`config.mk`:
```
export PLATFORM = sky130hd
export DESIGN_NAME = stmm_fetch_top
export DESIGN_NICKNAME = d
export VERILOG_FILES = /design/src/verilog/stmm_pkg.sv /design/src/verilog/stmm_fetch_top.sv /design/src/verilog/stmm_fetch_ctrl.sv /design/src/verilog/sdram_burst_reader.sv /design/src/verilog/beat_collector.sv /design/src/verilog/weight_bram.sv
export VERILOG_INCLUDE_DIRS = /design/src /design/src/verilog
export SDC_FILE = /design/constraint.sdc
export NUM_CORES = 2
export LEC_CHECK = 0
export ABC_AREA = 1
export BUFFER_PORTS_ARGS = -buffer_cell sky130_fd_sc_hd__buf_2
export CORE_MARGIN = 2
export CORE_UTILIZATION = 32
export CTS_CLUSTER_DIAMETER = 80
export DETAILED_ROUTE_END_ITERATION = 10
export SLEW_MARGIN = 30
export SYNTH_ARGS = -nofsm -noshare
export SYNTH_HDL_FRONTEND = slang
export SYNTH_SLANG_ARGS = --single-unit
```
`constraint.sdc`:
```
create_clock -name clk -period 49.3 [get_ports clk]
set_clock_uncertainty 0.1 [all_clocks]
set_input_delay 0 -clock clk [delete_from_list [all_inputs] [get_ports clk]]
set_output_delay 0 -clock clk [all_outputs]
set_load 0.03 [all_outputs]
```
`src/verilog/stmm_config.svh`:
```
`ifndef STMM_CONFIG_SVH
`define STMM_CONFIG_SVH

//////////////////////////////////////////////////
// SDRAM side
//////////////////////////////////////////////////

// one Avalon beat
`define STMM_SDRAM_W     128
`define STMM_ADDR_W      32
`define STMM_BURST_W     11
// byte stride between consecutive beats
`define STMM_BEAT_BYTES  16

//////////////////////////////////////////////////
// weight BRAM side
//////////////////////////////////////////////////

// beats packed into one BRAM line
`define STMM_BLK_NUM     4
`define STMM_LINE_W      (`STMM_SDRAM_W * `STMM_BLK_NUM)
// lines per weight matrix
`define STMM_BRAM_L      8
`define STMM_LINE_AW     3

`endif
```
`src/verilog/stmm_pkg.sv`:
```
`include "stmm_config.svh"

package stmm_pkg;

    //////////////////////////////////////////////////
    // controller <-> burst reader
    //////////////////////////////////////////////////

    // one-cycle start, addr and cnt sampled with it
    typedef struct packed {
        logic                     start;
        logic [`STMM_ADDR_W-1:0]  addr;
        logic [`STMM_BURST_W-1:0] cnt;
    } rd_req_t;

    typedef struct packed {
        logic                     valid;
        logic                     done;
        logic [`STMM_SDRAM_W-1:0] data;
    } rd_rsp_t;

    //////////////////////////////////////////////////
    // Avalon-MM read master
    //////////////////////////////////////////////////

    typedef struct packed {
        logic                     read;
        logic [`STMM_ADDR_W-1:0]  address;
        logic [`STMM_BURST_W-1:0] burstcount;
    } avm_cmd_t;

    typedef struct packed {
        logic [`STMM_SDRAM_W-1:0] readdata;
        logic                     readdatavalid;
        logic                     waitrequest;
    } avm_rsp_t;

    //////////////////////////////////////////////////
    // BRAM write port and quant parameters
    //////////////////////////////////////////////////

    typedef struct packed {
        logic                     we;
        logic [`STMM_LINE_AW-1:0] addr;
        logic [`STMM_LINE_W-1:0]  data;
    } line_wr_t;

    typedef struct packed {
        logic [15:0]        scale_fp16;
        logic signed [7:0]  z_x;
        logic signed [7:0]  z_w;
        logic signed [7:0]  zero;
    } quant_t;

endpackage

```
`src/verilog/stmm_fetch_top.sv`:
```
`timescale 1ns/100ps
`include "stmm_config.svh"

module stmm_fetch_top (
    input  logic                        clk,
    input  logic                        rst_n,
    input  logic                        i_start,
    input  logic [`STMM_ADDR_W-1:0]     i_fetch_addr,
    output logic                        o_done,
    output stmm_pkg::quant_t            o_quant,
    output logic                        o_quant_valid,
    output stmm_pkg::avm_cmd_t          o_avm_cmd,
    input  stmm_pkg::avm_rsp_t          i_avm_rsp,
    input  logic [`STMM_LINE_AW-1:0]    i_bram_rd_addr,
    output logic [`STMM_LINE_W-1:0]     o_bram_rd_data
);

    stmm_pkg::rd_req_t  rd_req;
    stmm_pkg::rd_rsp_t  rd_rsp;
    stmm_pkg::line_wr_t line_wr;

    logic beat_store;
    logic beat_clear;
    logic quant_capture;

    stmm_fetch_ctrl u_ctrl (
        .clk             (clk),
        .rst_n           (rst_n),
        .i_start         (i_start),
        .i_fetch_addr    (i_fetch_addr),
        .i_rd_rsp        (rd_rsp),
        .o_rd_req        (rd_req),
        .o_beat_store    (beat_store),
        .o_beat_clear    (beat_clear),
        .o_quant_capture (quant_capture),
        .o_line_we       (line_wr.we),
        .o_line_addr     (line_wr.addr),
        .o_quant_valid   (o_quant_valid),
        .o_done          (o_done)
    );

    sdram_burst_reader u_reader (
        .clk       (clk),
        .rst_n     (rst_n),
        .i_rd_req  (rd_req),
        .o_avm_cmd (o_avm_cmd),
        .i_avm_rsp (i_avm_rsp),
        .o_rd_rsp  (rd_rsp)
    );

    beat_collector u_collector (
        .clk             (clk),
        .rst_n           (rst_n),
        .i_rd_rsp        (rd_rsp),
        .i_beat_store    (beat_store),
        .i_beat_clear    (beat_clear),
        .i_quant_capture (quant_capture),
        .o_line_data     (line_wr.data),
        .o_quant         (o_quant)
    );

    weight_bram u_bram (
        .clk       (clk),
        .i_line_wr (line_wr),
        .i_rd_addr (i_bram_rd_addr),
        .o_rd_data (o_bram_rd_data)
    );

endmodule

```
`src/verilog/stmm_fetch_ctrl.sv`:
```
`timescale 1ns/100ps
`include "stmm_config.svh"

module stmm_fetch_ctrl (
    input  logic                        clk,
    input  logic                        rst_n,
    input  logic                        i_start,
    input  logic [`STMM_ADDR_W-1:0]     i_fetch_addr,
    input  stmm_pkg::rd_rsp_t           i_rd_rsp,
    output stmm_pkg::rd_req_t           o_rd_req,
    output logic                        o_beat_store,
    output logic                        o_beat_clear,
    output logic                        o_quant_capture,
    output logic                        o_line_we,
    output logic [`STMM_LINE_AW-1:0]    o_line_addr,
    output logic                        o_quant_valid,
    output logic                        o_done
);

    localparam int BURST_W = `STMM_BURST_W;
    localparam logic [BURST_W-1:0] CNT_LINE  = BURST_W'(`STMM_BLK_NUM);
    localparam logic [BURST_W-1:0] CNT_QUANT = BURST_W'(1);
    // 64 bytes per line
    localparam logic [`STMM_ADDR_W-1:0] LINE_STRIDE = `STMM_BLK_NUM * `STMM_BEAT_BYTES;

    typedef enum logic [1:0] {
        IDLE,
        RECV_MAT,
        RECV_QUANT
    } state_t;

    state_t state;
    state_t state_nxt;

    logic [`STMM_ADDR_W-1:0]  byte_addr;
    logic [`STMM_LINE_AW-1:0] line_addr;
    logic                     last_line;
    logic                     quant_valid_r;

    assign last_line = (int'(line_addr) == `STMM_BRAM_L - 1);

    //////////////////////////////////////////////////
    // state register
    //////////////////////////////////////////////////
    always_ff @(posedge clk or negedge rst_n) begin
        if (!rst_n) begin
            state <= IDLE;
        end else begin
            state <= state_nxt;
        end
    end

    //////////////////////////////////////////////////
    // next state and strobes
    //////////////////////////////////////////////////
    always_comb begin
        state_nxt       = state;
        o_rd_req.start  = 1'b0;
        // next line follows the one in flight
        o_rd_req.addr   = byte_addr + LINE_STRIDE;
        o_rd_req.cnt    = CNT_LINE;
        o_beat_store    = 1'b0;
        o_beat_clear    = 1'b0;
        o_quant_capture = 1'b0;
        o_line_we       = 1'b0;

        case (state)
            IDLE: begin
                o_rd_req.addr = i_fetch_addr;
                if (i_start) begin
                    o_rd_req.start = 1'b1;
                    o_beat_clear   = 1'b1;
                    state_nxt      = RECV_MAT;
                end
            end
            RECV_MAT: begin
                o_beat_store = i_rd_rsp.valid;
                if (i_rd_rsp.done) begin
                    // line buffer is complete here
                    o_line_we      = 1'b1;
                    o_beat_clear   = 1'b1;
                    o_rd_req.start = 1'b1;
                    if (last_line) begin
                        o_rd_req.cnt = CNT_QUANT;
                        state_nxt    = RECV_QUANT;
                    end
                end
            end
            RECV_QUANT: begin
                if (i_rd_rsp.valid) begin
                    o_quant_capture = 1'b1;
                    state_nxt       = IDLE;
                end
            end
            default: begin
                state_nxt = IDLE;
            end
        endcase
    end

    //////////////////////////////////////////////////
    // address counters
    //////////////////////////////////////////////////
    always_ff @(posedge clk or negedge rst_n) begin
        if (!rst_n) begin
            byte_addr <= '0;
            line_addr <= '0;
        end else if (state == IDLE && i_start) begin
            byte_addr <= i_fetch_addr;
            line_addr <= '0;
        end else if (state == RECV_MAT && i_rd_rsp.done) begin
            byte_addr <= byte_addr + LINE_STRIDE;
            line_addr <= line_addr + 1'b1;
        end
    end

    // quant fields land in the collector on the same edge
    always_ff @(posedge clk or negedge rst_n) begin
        if (!rst_n) begin
            quant_valid_r <= 1'b0;
        end else begin
            quant_valid_r <= o_quant_capture;
        end
    end

    assign o_line_addr   = line_addr;
    assign o_quant_valid = quant_valid_r;
    assign o_done        = (state == IDLE);

endmodule

```
`src/verilog/sdram_burst_reader.sv`:
```
`timescale 1ns/100ps
`include "stmm_config.svh"

module sdram_burst_reader (
    input  logic                clk,
    input  logic                rst_n,
    input  stmm_pkg::rd_req_t   i_rd_req,
    output stmm_pkg::avm_cmd_t  o_avm_cmd,
    input  stmm_pkg::avm_rsp_t  i_avm_rsp,
    output stmm_pkg::rd_rsp_t   o_rd_rsp
);

    stmm_pkg::avm_cmd_t cmd_r;

    logic [`STMM_BURST_W-1:0] beats_left;
    logic                     last_beat;
    logic                     valid_r;
    logic                     last_r;
    logic                     done_r;
    logic [`STMM_SDRAM_W-1:0] data_r;

    //////////////////////////////////////////////////
    // read command, held until accepted
    //////////////////////////////////////////////////
    always_ff @(posedge clk or negedge rst_n) begin
        if (!rst_n) begin
            cmd_r <= '0;
        end else if (i_rd_req.start) begin
            cmd_r.read       <= 1'b1;
            cmd_r.address    <= i_rd_req.addr;
            cmd_r.burstcount <= i_rd_req.cnt;
        end else if (cmd_r.read && !i_avm_rsp.waitrequest) begin
            cmd_r.read <= 1'b0;
        end
    end

    //////////////////////////////////////////////////
    // beat counting
    //////////////////////////////////////////////////
    assign last_beat = i_avm_rsp.readdatavalid && (beats_left == 1);

    always_ff @(posedge clk or negedge rst_n) begin
        if (!rst_n) begin
            beats_left <= '0;
        end else if (i_rd_req.start) begin
            beats_left <= i_rd_req.cnt;
        end else if (i_avm_rsp.readdatavalid && beats_left != 0) begin
            beats_left <= beats_left - 1'b1;
        end
    end

    // valid one cycle after readdatavalid, done one more after the last
    always_ff @(posedge clk or negedge rst_n) begin
        if (!rst_n) begin
            valid_r <= 1'b0;
            last_r  <= 1'b0;
            done_r  <= 1'b0;
        end else begin
            valid_r <= i_avm_rsp.readdatavalid;
            last_r  <= last_beat;
            done_r  <= last_r;
        end
    end

    always_ff @(posedge clk) begin
        if (i_avm_rsp.readdatavalid) begin
            data_r <= i_avm_rsp.readdata;
        end
    end

    assign o_avm_cmd      = cmd_r;
    assign o_rd_rsp.valid = valid_r;
    assign o_rd_rsp.done  = done_r;
    assign o_rd_rsp.data  = data_r;

endmodule

```
`src/verilog/beat_collector.sv`:
```
`timescale 1ns/100ps
`include "stmm_config.svh"

module beat_collector (
    input  logic                        clk,
    input  logic                        rst_n,
    input  stmm_pkg::rd_rsp_t           i_rd_rsp,
    input  logic                        i_beat_store,
    input  logic                        i_beat_clear,
    input  logic                        i_quant_capture,
    output logic [`STMM_LINE_W-1:0]     o_line_data,
    output stmm_pkg::quant_t            o_quant
);

    localparam int IDX_W = $clog2(`STMM_BLK_NUM);

    logic [IDX_W-1:0] beat_idx;
    // slot k sits at line bits k*128 upward
    logic [`STMM_BLK_NUM-1:0][`STMM_SDRAM_W-1:0] line_buf;
    stmm_pkg::quant_t quant_r;

    //////////////////////////////////////////////////
    // beat index
    //////////////////////////////////////////////////
    always_ff @(posedge clk or negedge rst_n) begin
        if (!rst_n) begin
            beat_idx <= '0;
        end else if (i_beat_clear) begin
            beat_idx <= '0;
        end else if (i_beat_store) begin
            beat_idx <= beat_idx + 1'b1;
        end
    end

    always_ff @(posedge clk) begin
        if (i_beat_store) begin
            line_buf[beat_idx] <= i_rd_rsp.data;
        end
    end

    //////////////////////////////////////////////////
    // quantization word
    //////////////////////////////////////////////////
    always_ff @(posedge clk) begin
        if (i_quant_capture) begin
            quant_r.scale_fp16 <= i_rd_rsp.data[96 +: 16];
            quant_r.z_x        <= $signed(i_rd_rsp.data[0 +: 8]);
            quant_r.z_w        <= $signed(i_rd_rsp.data[32 +: 8]);
            quant_r.zero       <= $signed(i_rd_rsp.data[64 +: 8]);
        end
    end

    assign o_line_data = line_buf;
    assign o_quant     = quant_r;

endmodule

```
`src/verilog/weight_bram.sv`:
```
`timescale 1ns/100ps
`include "stmm_config.svh"

module weight_bram (
    input  logic                        clk,
    input  stmm_pkg::line_wr_t          i_line_wr,
    input  logic [`STMM_LINE_AW-1:0]    i_rd_addr,
    output logic [`STMM_LINE_W-1:0]     o_rd_data
);

    logic [`STMM_LINE_W-1:0] mem [0:`STMM_BRAM_L-1];
    logic [`STMM_LINE_W-1:0] rd_data_r;

    //////////////////////////////////////////////////
    // write port, loader side
    //////////////////////////////////////////////////
    always_ff @(posedge clk) begin
        if (i_line_wr.we) begin
            mem[i_line_wr.addr] <= i_line_wr.data;
        end
    end

    //////////////////////////////////////////////////
    // read port, one cycle latency
    //////////////////////////////////////////////////
    always_ff @(posedge clk) begin
        rd_data_r <= mem[i_rd_addr];
    end

    assign o_rd_data = rd_data_r;

endmodule

```
==> summary.txt <==
Clock network
  – CTS Sinks: 5377
  – PostCTS Resize Cnt: 0
  – Setup Buffers After CTS: 0
  – Clock Tree Buf Depth: 4
  – Skew-Pair Late Insertion Delay: roughly 1.1 ns
  – Hold Buf Count CTS: 442
  – CTS tree: yes
  – Num CTS Buffers: 571
  – CTS root buf: clkbuf_16
  – Number of H-tree levels: 6
  – Clk slew on worst S/H paths: 0.07 ns

Power and ir drop
  – PwrDens: 46.2 nW/um2
  – P_leak: between 0.07 and 0.08 uW
  – Worst VDD drop: 0.0385 mV

Logic synthesis
  – Yosys cell types: 35
  – Ys async rst share: 0.0166
  – Leading area contributor after synthesis: edfxtp_1
  – Top-area cell type share of the netlist area: 0.747
  – Primary FF master, synth: edfxtp_1
  – Most common cell in the netlist: edfxtp_1
  – Number of flops mapped to enable cells by yosys: 4776
  – Synth Area per Inst: 14.3 um2
  – Synth cell count leaders: edfxtp_1 (4776), nor2_1 (3682), o21ai_0 (1896)
  – Area contributors post-synth: edfxtp_1 (75%), nor2_1 (7.2%), dfxtp_1 (5.3%)
  – Syn Std Cell Area: ~190000 um2
  – Synth Register Bits: about 5400
  – Yosys warns: 0
  – Sequential area share after synthesis: 0.812
  – Syn Inst Count: 13400

Setup path
  – Slowest cell on crit path: buf_4
  – Startpoint Class: flip-flop
  – Worst r2r src: u_ctrl.state[0]
  – Worst Path Buf+Inv: 9
  – Worst reg-to-reg setup slack: 41.91 ns
  – Arrival time worst endpoint: 7.94 ns
  – Reg2reg end: u_bram.mem[5][426]
  – WP data required: around 50 ns
  – CP Capture Type: flip-flop
  – FF-to-FF path depth: 13
  – Critical path's top delay family: buffers and inverters
  – Most used cell, CP: buf_4
  – Crit-path cells: inv_1, nor2_1, nand2_1, clkinv_1, nand2_1, nor2_4, buf_4, buf_4, buf_4, buf_4, buf_4, buf_4, buf_4
  – Crit path largest cell delay: between 0.8 and 0.9 ns
  – Crit-path max FO: 50
  – Worst Setup Path Type: reg2reg

Layout
  – Utilization after layout: 0.382
  – Design Area, Final: 228000 um2
  – Share of layout cells above drive strength 1: 0.122
  – Layout area overhead: 19.0%
  – Fill cells: between 50000 and 60000
  – Nets: 14700

Detailed routing
  – Residual DRC count: 0
  – Total vias in the final route: 114000
  – Pre-antenna DRT Iters: 6
  – Routed length per instance: about 23 um
  – DRT iter0 DRCs: about 10000
  – Routed Antenna Nets: 0
  – Via-to-Cell Ratio: 4.96
  – DRT Wirelength: between 500000 and 600000 um

Global route
  – Total congestion overflow: 0
  – Largest net degree at the start of global routing: roughly 240
  – Vias in the first global route: 109000
  – First-pass GRT wire length: 763000 um
  – Initial antenna violation count: a little under 100
  – Total track usage: 0.169

Timing
  – Slew Viols, Final: 0
  – FMAX: 0.135 GHz
  – Slew @ Worst Pin: 1.16 ns
  – Post-layout min period: about 7.4 ns
  – Setup violators final: 0
  – Setup Total Neg Slack: 0 ns
  – Tcrit/Tclk final: 0.150
  – RSZ-0062 raised after global routing: no
  – Final Hold Vio Count: 0
  – Slew headroom: 0.225

Placement
  – Post-DP HPWL: slightly below 300000 um
  – Placed Area: 204000 um2
  – Port-buffer cells: roughly 760
  – Routability Congestion: 0.788

Die
  – Top-Level Pins: between 700 and 800
  – Die area: 606000 um2
  – Die Y: 778 um
  – Initial Util: 0.321
  – Core area: 598000 um2
  – Row count: between 200 and 300
  – Chip width: ~780 um

Worst hold path
  – Hold Crit Class: in2reg
  – Min-Delay Path Depth: 3
  – Min-delay src: i_avm_rsp[49]
  – Hold EP: u_reader.data_r[47]

Run
  – Max Cap Viol: 0

Outcome
  – Status: finished, final reports clean
layer usage:
metal / track usage / vias up / part of all wire
met4: 0.0552 / 6 / 0.032
li1: - / 51400 / -
met3: 0.0312 / 824 / 0.077
met1: 0.239 / 57700 / 0.44
met5: 0 / - / 0.000075
met2: 0.262 / 4350 / 0.46
cell usage in the layout (no fill, tap or decap), drive strengths merged:
master,n
bufinv,46
clkbuf,780
nor3,2
nand2,227
or2,4
nand3,41
nor4,1
nor2,3683
nand3b,1
dfrtp,89
o31ai,1
nand4,6
a22oi,1
a211oi,1
diode,31
clkinv,187
o21ai,2078
ha,9
inv,95
a21oi,19
a32oi,1
conb,9
a31oi,518
dfxtp,512
and2,1
xor2,7
edfxtp,4776
buf,974
o22ai,512
clkinvlp,8
dlygate4sd3,438
o211ai,8
worst min-delay path: stages:
cell,delay [ns]
dlygate4sd3_1,0.52
buf_2,0.09
dlygate4sd3_1,0.54
where the power goes:
group	switching (uW)	total (uW)	internal, uW
logic	522	708	186
clock network	1850	4360	2510
registers	225	5490	5260
total	2600	10600	7960
logic make-up after synthesis:
group | count (synthesis) | share of synthesized area
fa+ha+maj | 9 | 0.000587
simple gates | 3966 | 0.0780
flops | 5377 | 0.812
compound gates | 3139 | 0.0887
buf+inv | 888 | 0.0202
other cells | 1 | 0.0000195
xor+xnor | 7 | 0.000319
metrics by stage:
stage / hold slack (ns) / setup slack (ns) / std cells / power, uW
2_1_floorplan: -0.396 / 25.69 / 13400 / 5920
3_5_place_dp: -0.124 / 41.87 / 21500 / 6260
3_3_place_gp: -0.119 / 41.82 / 21500 / 6250
6_report: 0.0928 / 41.91 / 23100 / 10600
5_1_grt: 0.0430 / 41.51 / 23000 / 10900
4_1_cts: 0.00106 / 41.76 / 23000 / 10700
cell type report:
class,count,area (um2),area share
Sequential cell,5377,156000,0.683
Multi-Input combinational cell,7130,32300,0.142
Clock buffer,780,15700,0.0687
Timing Repair Buffer,1412,10400,0.0456
Tap cell,8008,10000,0.0439
Clock inverter,271,3660,0.0160
Inverter,65,267,0.00117
Antenna cell,31,77.6,0.000340
state kept, by name, summed over array words and instances, names as in the netlist, 3 cells and up:
name / count
u_ctrl.o_line_addr: 3
u_bram.o_rd_data: 512
u_ctrl.byte_addr: 32
u_collector.o_quant: 40
u_reader.o_avm_cmd: 35
u_reader.beats_left: 11
u_collector.o_line_data: 512
u_bram.mem: 4096
u_reader.data_r: 128
how the worst max path moves through the flow:
stage	startpoint	cells after the start	end	slack (ns)
2_1_floorplan	u_ctrl.state[1]	5	u_bram.mem[0][0]	25.69
3_3_place_gp	u_ctrl.state[0]	13	u_bram.mem[5][43]	41.82
3_5_place_dp	u_ctrl.state[0]	13	u_bram.mem[5][41]	41.87
4_1_cts	u_ctrl.state[0]	13	u_bram.mem[5][426]	41.76
5_1_grt	u_ctrl.state[0]	13	u_bram.mem[5][426]	41.51
6_report	u_ctrl.state[0]	13	u_bram.mem[5][426]	41.91
Note: power is estimated with default switching activity, not from simulation.
